[config.mk]
export PLATFORM = sky130hd
export DESIGN_NAME = FpgaVirtualConsole
export DESIGN_NICKNAME = d
export VERILOG_FILES = /design/src/VgaPkg.sv /design/src/ConsolePkg.sv /design/src/FpgaVirtualConsole.sv /design/src/TextRenderer.sv /design/src/TextRam.sv /design/src/Vt100Parser.sv /design/src/UartReceiver.sv
export SDC_FILE = /design/constraint.sdc
export NUM_CORES = 1
export LEC_CHECK = 0
export ABC_CLOCK_PERIOD_IN_PS = 2100
export BUFFER_PORTS_ARGS = -buffer_cell sky130_fd_sc_hd__buf_2
export CORE_MARGIN = 4
export CORE_UTILIZATION = 57
export DETAILED_ROUTE_END_ITERATION = 8
export MAX_ROUTING_LAYER = met4
export PLACE_DENSITY_LB_ADDON = 0.08
export SYNTH_ARGS = -nofsm -noshare
export SYNTH_HDL_FRONTEND = slang
export SYNTH_SLANG_ARGS = --single-unit
[constraint.sdc]
create_clock -name clk -period 2.1 [get_ports clk]
set_input_delay 0.21 -clock clk [delete_from_list [all_inputs] [get_ports clk]]
set_output_delay 0.21 -clock clk [all_outputs]
set_load 0.005 [all_outputs]
[src/VgaPkg.sv]
package VgaPkg;

    typedef logic [5:0] HCount_t;
    typedef logic [4:0] VCount_t;

    // horizontal raster, in pixels
    localparam HCount_t HActive    = 6'd32;
    localparam HCount_t HSyncStart = 6'd34;
    localparam HCount_t HSyncEnd   = 6'd37;
    localparam HCount_t HTotal     = 6'd40;

    // vertical raster, in lines
    localparam VCount_t VActive    = 5'd16;
    localparam VCount_t VSyncStart = 5'd17;
    localparam VCount_t VSyncEnd   = 5'd18;
    localparam VCount_t VTotal     = 5'd20;

    // both sync pulses are active high

endpackage

[src/ConsolePkg.sv]
package ConsolePkg;

    // text grid and glyph cell size
    localparam int Cols   = 8;
    localparam int Rows   = 4;
    localparam int GlyphW = 4;
    localparam int GlyphH = 4;

    typedef logic [6:0] Char_t;
    typedef logic [2:0] Col_t;
    typedef logic [1:0] Row_t;
    // row * Cols + col
    typedef logic [4:0] TextAddr_t;
    // bit 3 is the leftmost pixel
    typedef logic [3:0] GlyphRow_t;

    // rule-based font, each glyph is built from the bits of its own index
    function automatic GlyphRow_t glyphRow(Char_t code, logic [1:0] glyphLine);
        logic [6:0] index;
        GlyphRow_t  lo;
        GlyphRow_t  hi;
        GlyphRow_t  bits;
        index = code - 7'd32;
        lo    = index[3:0];
        hi    = {1'b0, index[6:4]};
        case (glyphLine)
            2'd0:    bits = lo;
            2'd1:    bits = hi;
            2'd2:    bits = {lo[0], lo[1], lo[2], lo[3]};
            default: bits = {hi[0], hi[1], hi[2], hi[3]};
        endcase
        // control codes have no glyph
        if (code < 7'd32) begin
            bits = '0;
        end
        return bits;
    endfunction

endpackage
[src/FpgaVirtualConsole.sv]
module FpgaVirtualConsole #(
    parameter int ClksPerBit = 8
) (
    input  logic clk,
    input  logic rst,
    input  logic uartRx,
    output logic hsync,
    output logic vsync,
    output logic de,
    output logic pixel
);

    import ConsolePkg::*;

    // uart receiver to parser
    logic       rxValid;
    logic [7:0] rxData;

    // parser write port
    logic       wrEn;
    TextAddr_t  wrAddr;
    Char_t      wrChar;

    // renderer read port
    TextAddr_t  rdAddr;
    Char_t      rdChar;

    UartReceiver #(
        .ClksPerBit(ClksPerBit)
    ) uartReceiver (
        .clk(clk),
        .rst(rst),
        .uartRx(uartRx),
        .rxValid(rxValid),
        .rxData(rxData)
    );

    Vt100Parser vt100Parser (
        .clk(clk),
        .rst(rst),
        .rxValid(rxValid),
        .rxData(rxData),
        .wrEn(wrEn),
        .wrAddr(wrAddr),
        .wrChar(wrChar)
    );

    TextRam textRam (
        .clk(clk),
        .wrEn(wrEn),
        .wrAddr(wrAddr),
        .wrChar(wrChar),
        .rdAddr(rdAddr),
        .rdChar(rdChar)
    );

    TextRenderer renderer (
        .clk(clk),
        .rst(rst),
        .rdAddr(rdAddr),
        .rdChar(rdChar),
        .hsync(hsync),
        .vsync(vsync),
        .de(de),
        .pixel(pixel)
    );

endmodule

[src/TextRenderer.sv]
module TextRenderer (
    input  logic                  clk,
    input  logic                  rst,
    output ConsolePkg::TextAddr_t rdAddr,
    input  ConsolePkg::Char_t     rdChar,
    output logic                  hsync,
    output logic                  vsync,
    output logic                  de,
    output logic                  pixel
);

    import ConsolePkg::*;
    import VgaPkg::*;

    HCount_t    hCount;
    VCount_t    vCount;
    logic [6:0] cellIndex;
    logic       activeNow;
    logic       hsyncNow;
    logic       vsyncNow;

    // stage 1, in step with the ram read
    logic       deRead;
    logic       hsyncRead;
    logic       vsyncRead;
    logic [1:0] glyphLineRead;
    logic [1:0] pixColRead;
    GlyphRow_t  glyphBits;

    always_ff @(posedge clk) begin
        if (rst) begin
            hCount <= '0;
            vCount <= '0;
        end else if (hCount == HTotal - 1) begin
            hCount <= '0;
            vCount <= (vCount == VTotal - 1) ? '0 : vCount + 1'b1;
        end else begin
            hCount <= hCount + 1'b1;
        end
    end

    assign activeNow = (hCount < HActive) && (vCount < VActive);
    assign hsyncNow  = (hCount >= HSyncStart) && (hCount < HSyncEnd);
    assign vsyncNow  = (vCount >= VSyncStart) && (vCount < VSyncEnd);

    // cell under the beam, wide enough for the blanking area
    assign cellIndex = 7'((vCount / GlyphH) * Cols + hCount / GlyphW);
    assign rdAddr    = TextAddr_t'(cellIndex);

    always_ff @(posedge clk) begin
        if (rst) begin
            deRead    <= 1'b0;
            hsyncRead <= 1'b0;
            vsyncRead <= 1'b0;
        end else begin
            deRead    <= activeNow;
            hsyncRead <= hsyncNow;
            vsyncRead <= vsyncNow;
        end
    end

    always_ff @(posedge clk) begin
        glyphLineRead <= 2'(vCount % GlyphH);
        pixColRead    <= 2'(hCount % GlyphW);
    end

    assign glyphBits = glyphRow(rdChar, glyphLineRead);

    // stage 2, output register
    always_ff @(posedge clk) begin
        if (rst) begin
            de    <= 1'b0;
            hsync <= 1'b0;
            vsync <= 1'b0;
            pixel <= 1'b0;
        end else begin
            de    <= deRead;
            hsync <= hsyncRead;
            vsync <= vsyncRead;
            pixel <= deRead && glyphBits[GlyphW - 1 - pixColRead];
        end
    end

    assert property (@(posedge clk) disable iff (rst) !(de && hsync));

    // visible positions must fetch a real cell
    assert property (@(posedge clk) disable iff (rst)
        activeNow |-> (cellIndex < Cols * Rows));

endmodule

[src/TextRam.sv]
module TextRam (
    input  logic                  clk,
    input  logic                  wrEn,
    input  ConsolePkg::TextAddr_t wrAddr,
    input  ConsolePkg::Char_t     wrChar,
    input  ConsolePkg::TextAddr_t rdAddr,
    output ConsolePkg::Char_t     rdChar
);

    import ConsolePkg::*;

    localparam int Depth = Cols * Rows;

    // one character code per cell
    Char_t mem [Depth];

    always_ff @(posedge clk) begin
        if (wrEn) begin
            mem[wrAddr] <= wrChar;
        end
    end

    // registered read, same-cycle write gives the old value
    always_ff @(posedge clk) begin
        rdChar <= mem[rdAddr];
    end

endmodule

[src/Vt100Parser.sv]
module Vt100Parser (
    input  logic                  clk,
    input  logic                  rst,
    input  logic                  rxValid,
    input  logic [7:0]            rxData,
    output logic                  wrEn,
    output ConsolePkg::TextAddr_t wrAddr,
    output ConsolePkg::Char_t     wrChar
);

    import ConsolePkg::*;

    typedef enum logic [1:0] {
        Ground,
        Escape,
        Csi,
        Clear
    } State_t;

    State_t     state;
    Col_t       curCol;
    Row_t       curRow;
    Row_t       nextRow;
    TextAddr_t  cursorAddr;
    TextAddr_t  clearAddr;
    logic       hasParam;
    logic [3:0] param;
    logic       printable;

    assign printable  = (rxData >= 8'd32) && (rxData <= 8'd126);
    assign nextRow    = (curRow == Row_t'(Rows - 1)) ? '0 : curRow + 1'b1;
    assign cursorAddr = TextAddr_t'(curRow * Cols + curCol);

    always_ff @(posedge clk) begin
        if (rst) begin
            state     <= Clear;
            curCol    <= '0;
            curRow    <= '0;
            clearAddr <= '0;
            hasParam  <= 1'b0;
            wrEn      <= 1'b0;
        end else begin
            wrEn <= 1'b0;
            case (state)
                Clear: begin
                    wrEn      <= 1'b1;
                    clearAddr <= clearAddr + 1'b1;
                    if (clearAddr == TextAddr_t'(Cols * Rows - 1)) begin
                        state <= Ground;
                    end
                end
                Ground: begin
                    if (rxValid && printable) begin
                        wrEn <= 1'b1;
                        if (curCol == Col_t'(Cols - 1)) begin
                            curCol <= '0;
                            curRow <= nextRow;
                        end else begin
                            curCol <= curCol + 1'b1;
                        end
                    end else if (rxValid) begin
                        case (rxData)
                            8'd8: begin
                                if (curCol != '0) begin
                                    curCol <= curCol - 1'b1;
                                end
                            end
                            8'd10: curRow <= nextRow;
                            8'd13: curCol <= '0;
                            8'd27: state <= Escape;
                            default: ;
                        endcase
                    end
                end
                Escape: begin
                    if (rxValid) begin
                        hasParam <= 1'b0;
                        state    <= (rxData == "[") ? Csi : Ground;
                    end
                end
                default: begin
                    // only the first digit counts, later ones are dropped
                    if (rxValid && rxData >= "0" && rxData <= "9") begin
                        if (!hasParam) begin
                            hasParam <= 1'b1;
                            param    <= rxData[3:0];
                        end
                    end else if (rxValid && rxData >= 8'd64 && rxData <= 8'd126) begin
                        state <= Ground;
                        if (rxData == "J" && hasParam && param == 4'd2) begin
                            state     <= Clear;
                            clearAddr <= '0;
                        end else if (rxData == "H" && !hasParam) begin
                            curCol <= '0;
                            curRow <= '0;
                        end
                    end
                end
            endcase
        end
    end

    always_ff @(posedge clk) begin
        if (state == Clear) begin
            wrAddr <= clearAddr;
            wrChar <= Char_t'(32);
        end else begin
            wrAddr <= cursorAddr;
            wrChar <= rxData[6:0];
        end
    end

    // a clear is far shorter than one uart frame
    assert property (@(posedge clk) disable iff (rst) (state == Clear) |-> !rxValid);

endmodule

[src/UartReceiver.sv]
module UartReceiver #(
    parameter int ClksPerBit = 8
) (
    input  logic       clk,
    input  logic       rst,
    input  logic       uartRx,
    output logic       rxValid,
    output logic [7:0] rxData
);

    localparam int TimerW = $clog2(ClksPerBit);

    typedef enum logic [2:0] {
        Idle,
        Start,
        Data,
        Stop,
        WaitIdle
    } State_t;

    State_t            state;
    logic              rxMeta;
    logic              rxSync;
    logic [TimerW-1:0] bitTimer;
    logic [2:0]        bitIndex;
    logic              bitDone;
    logic              halfDone;
    logic [7:0]        shiftReg;

    assign bitDone  = (bitTimer == TimerW'(ClksPerBit - 1));
    assign halfDone = (bitTimer == TimerW'(ClksPerBit / 2 - 1));
    assign rxData   = shiftReg;

    always_ff @(posedge clk) begin
        if (rst) begin
            rxMeta   <= 1'b1;
            rxSync   <= 1'b1;
            state    <= Idle;
            bitTimer <= '0;
            bitIndex <= '0;
            rxValid  <= 1'b0;
        end else begin
            rxMeta   <= uartRx;
            rxSync   <= rxMeta;
            rxValid  <= 1'b0;
            bitTimer <= bitTimer + 1'b1;
            case (state)
                Idle: begin
                    bitTimer <= '0;
                    if (!rxSync) begin
                        state <= Start;
                    end
                end
                Start: begin
                    // recheck at mid-bit, a short glitch goes back to idle
                    if (halfDone) begin
                        bitTimer <= '0;
                        bitIndex <= '0;
                        state    <= rxSync ? Idle : Data;
                    end
                end
                Data: begin
                    if (bitDone) begin
                        bitTimer <= '0;
                        bitIndex <= bitIndex + 1'b1;
                        if (bitIndex == 3'd7) begin
                            state <= Stop;
                        end
                    end
                end
                Stop: begin
                    if (bitDone) begin
                        rxValid <= rxSync;
                        state   <= rxSync ? Idle : WaitIdle;
                    end
                end
                default: begin
                    // framing error, hold off until the line is idle again
                    bitTimer <= '0;
                    if (rxSync) begin
                        state <= Idle;
                    end
                end
            endcase
        end
    end

    // lsb arrives first
    always_ff @(posedge clk) begin
        if (state == Data && bitDone) begin
            shiftReg <= {rxSync, shiftReg[7:1]};
        end
    end

endmodule

==> out/metrics.yaml <==
placement:
  place_congestion: 0.956
  dp_slack_ns: -0.0397
  post-dp-hpwl_um: 17200
  portBuffers: 6
floorplan:
  dieArea_sq_mm: 0.0242
  start_util_pct: 58.5
  fp.dieH_um: 156
  fp.dieW_um: 156
  rows: 53
  num_io_pins: 7
  core-area_sq_mm: 0.0212
clock_network:
  cts_setup_buffers: 0
  clockBufferDepth: 3
  cts_buffers: 30
  htree_levels: 1
  clkTransAtPathRegs_ns: 0.07
  cts_tree: "built"
  worstSkewPairLatency_ns: 0.55
  cts_sinks: 303
  cts-root-buf: "clkbuf_16"
yosys:
  ys_warn_count: 0
  synth_edf_count: 236
  syn_nets: 801
  syn_inst: 775
  synth_area_leaders: "edfxtp_1, dfxtp_1, mux4_2, mux4_1, mux2i_1"
  syn-cell-area_sq_mm: 0.0124
  synth_seq_cells: 303
  synth_ff_type: "edfxtp_1"
  synth_top_area_cell: "edfxtp_1"
  synth_cell_types: 63
  synth-seq-area-share_pct: 67.9
  synth.avg_cell_area_sq_um: 16.0
  synth_async_sr_flop_share_pct: 0
  synth_top_area_share_pct: 57.1
sta:
  clock.fmax_mhz: 485
  slew_headroom_pct: 22.8
  skew_ns: 0.0234
  fin_tns_setup_ns: 0
  hold_slack_ns: 0.172
  final.period_utilization_pct: 98.1
  setup_ws_ns: 0.0398
  slew_violations: 0
  tightestPinTransition_ns: 1.16
  hold_violations: 0
  final.min_clock_period_ns: 2.06
  setup_viol: 0
worst_setup_path:
  rrSetupSlack_ns: 0.04
  r2r-end: "textRam.rdChar[3]$_DFF_P_"
  crit_path_start_kind: "flip-flop"
  worstReg2RegStart: "renderer.hCount[2]$_SDFF_PP0_"
  crit_type: "reg2reg"
  crit_required_ns: 2.52
  critPathCaptureType: "flip-flop"
  reg2reg_depth: 5
  worstPathArrival_ns: 2.48
  cp_max_fo: 13
drt:
  wl_um: 26400
  routedWlPerCell_um: 23.0
  drt_iter0_markers: 628
  drtPass1Iterations: 5
  drt.antenna.violating_nets: 0
  viasPerCell: 6.09
  vias: 6998
  drc_errors: 0
global_routing:
  grt.total_usage_pct: 23.1
  antenna_found_initial: 0
  grt_pass1_wl_um: 42000
  grt_max_degree: 35
  first_global_vias: 7211
  overflow: 0
final_layout:
  layout_commonest_cell: "edfxtp_1"
  fill_cells: 1400
  seqCellArea_sq_mm: 0.00843
  nets: 877
  layout_common_cells: "edfxtp_1, buf_4, nor2_1, dfxtp_1, mux2i_1"
  final_layout_size_suffix_gt1_share_pct: 20.3
  multi_input_area_sq_mm: 0.00371
  area_delta_synth_final_pct: 14.8
  diodes: 0
hold_path:
  hold_start: "rst"
  min_to: "uartReceiver.bitIndex[0]$_SDFFE_PP0P_"
  hold_depth: 2
  hold_path.class: "in2reg"
power_and_ir_drop:
  leakagePower_uw: 0.00493
  vdd_drop_max_mv: 0.681
  p_per_area_mw_per_mm2: 977
status:
  status: "finished, final reports clean"
job:
  drv_cap: 0
-- area by class of cell --
cell class | count | area share, %
Sequential cell | 303 | 59.2
Multi-Input combinational cell | 419 | 26.1
Clock buffer | 45 | 6.47
Timing Repair Buffer | 78 | 4.38
Tap cell | 275 | 2.42
Clock inverter | 11 | 0.931
Inverter | 19 | 0.501
-- worst max-delay path: stages (launching register included) --
cell and delay (ns):
dfxtp_4 0.53, buf_12 0.19, mux4_1 0.62, a21oi_1 0.34, o211a_1 0.20, a31oi_1 0.04
-- layer usage --
layer | global-route usage [%] | vias to the layer above | routed length (um)
met2 | 37.9 | 188 | 13300
met5 | - | - | 0
met3 | 3.48 | 38 | 1240
met4 | 4.63 | 0 | 463
li1 | - | 3194 | -
met1 | 31.5 | 3578 | 11400
-- cells by family (layout without fill, tap and decap cells) --
kind of cell	after synthesis	in the layout	synth area share (%)
fa+ha+maj	23	23	2.32
mux	89	89	12.6
compound gates	93	93	5.47
buf+inv	53	153	2.35
simple gates	207	207	8.81
flops	303	303	67.9
xor+xnor	7	7	0.494
-- synth_stat cells (3+ instances only) --
library cell / instances
nor2b_1: 20
buf_8: 3
dfxtp_1: 67
a311oi_1: 3
nand3_1: 13
a22oi_1: 8
xor2_1: 4
inv_1: 18
nand4_1: 6
nand2_1: 29
or3b_2: 3
nor4b_1: 4
or2_2: 5
and2_1: 4
buf_2: 10
clkbuf_1: 15
xnor2_1: 3
a211oi_1: 3
and3_1: 8
mux2_2: 6
edfxtp_1: 236
buf_6: 4
a31oi_1: 10
mux2i_1: 36
mux4_1: 21
a21oi_1: 21
mux4_2: 26
nor3b_1: 4
nor3_1: 14
a221oi_1: 7
nor2_1: 65
nand2b_1: 12
nand3b_1: 9
o21ai_0: 12
a221oi_2: 5
o211a_1: 4
ha_1: 23
-- sequential cells by signal, summed over array words and instances, names as in the netlist, 2 cells and up --
register,count
renderer.glyphLineRead,2
renderer.hCount,6
renderer.pixColRead,2
renderer.vCount,5
textRam.mem,224
textRam.rdChar,7
uartReceiver.bitIndex,3
uartReceiver.bitTimer,3
uartReceiver.rxData,8
uartReceiver.state,3
vt100Parser.clearAddr,5
vt100Parser.curCol,3
vt100Parser.curRow,2
vt100Parser.param,4
vt100Parser.state,2
vt100Parser.wrAddr,5
vt100Parser.wrChar,7
-- worst max-delay path by stage --
stage	from	to	slack, ns	depth (start not counted)
5_1_grt	uartReceiver.rxData[2]$_DFFE_PP_	vt100Parser.curRow[0]$_SDFFE_PP0P_	-0.009	5
6_report	renderer.hCount[2]$_SDFF_PP0_	textRam.rdChar[3]$_DFF_P_	0.04	5
3_5_place_dp	renderer.hCount[2]$_SDFF_PP0_	textRam.rdChar[3]$_DFF_P_	-0.04	4
2_1_floorplan	uartReceiver.bitTimer[0]$_SDFF_PP0_	uartReceiver.rxData[0]$_DFFE_PP_	0.13	4
4_1_cts	renderer.hCount[2]$_SDFF_PP0_	textRam.rdChar[3]$_DFF_P_	0.04	5
3_3_place_gp	renderer.hCount[2]$_SDFF_PP0_	textRam.rdChar[3]$_DFF_P_	-0.05	4
-- what timing repair did --
item | in CTS | in global routing
endpoints found under the setup margin | 2 | 4
endpoints found under the hold margin | 1 | 0
resized for setup | 2 | 3
hold buffers | 1 | 0
-- power by group --
group / total (uW) / internal [uW] / switching, uW
combinational: 1280 / 503 / 779
clock: 5560 / 3390 / 2170
sequential: 7070 / 6890 / 176
-- through the flow --
| stage | util [%] | power [uW] | instances | instance area (sq um) |
|---|---|---|---|---|
| 5_1_grt | 67.1 | 14500 | 1150 | 14200 |
| 3_3_place_gp | 62.0 | 8390 | 1093 | 13100 |
| 2_1_floorplan | - | 7950 | 775 | 12400 |
| 4_1_cts | 67.0 | 14000 | 1150 | 14200 |
| 3_5_place_dp | 62.0 | 8460 | 1093 | 13100 |
| 6_report | 67.1 | 13900 | 1150 | 14200 |
(Power assumes the default switching activity.)
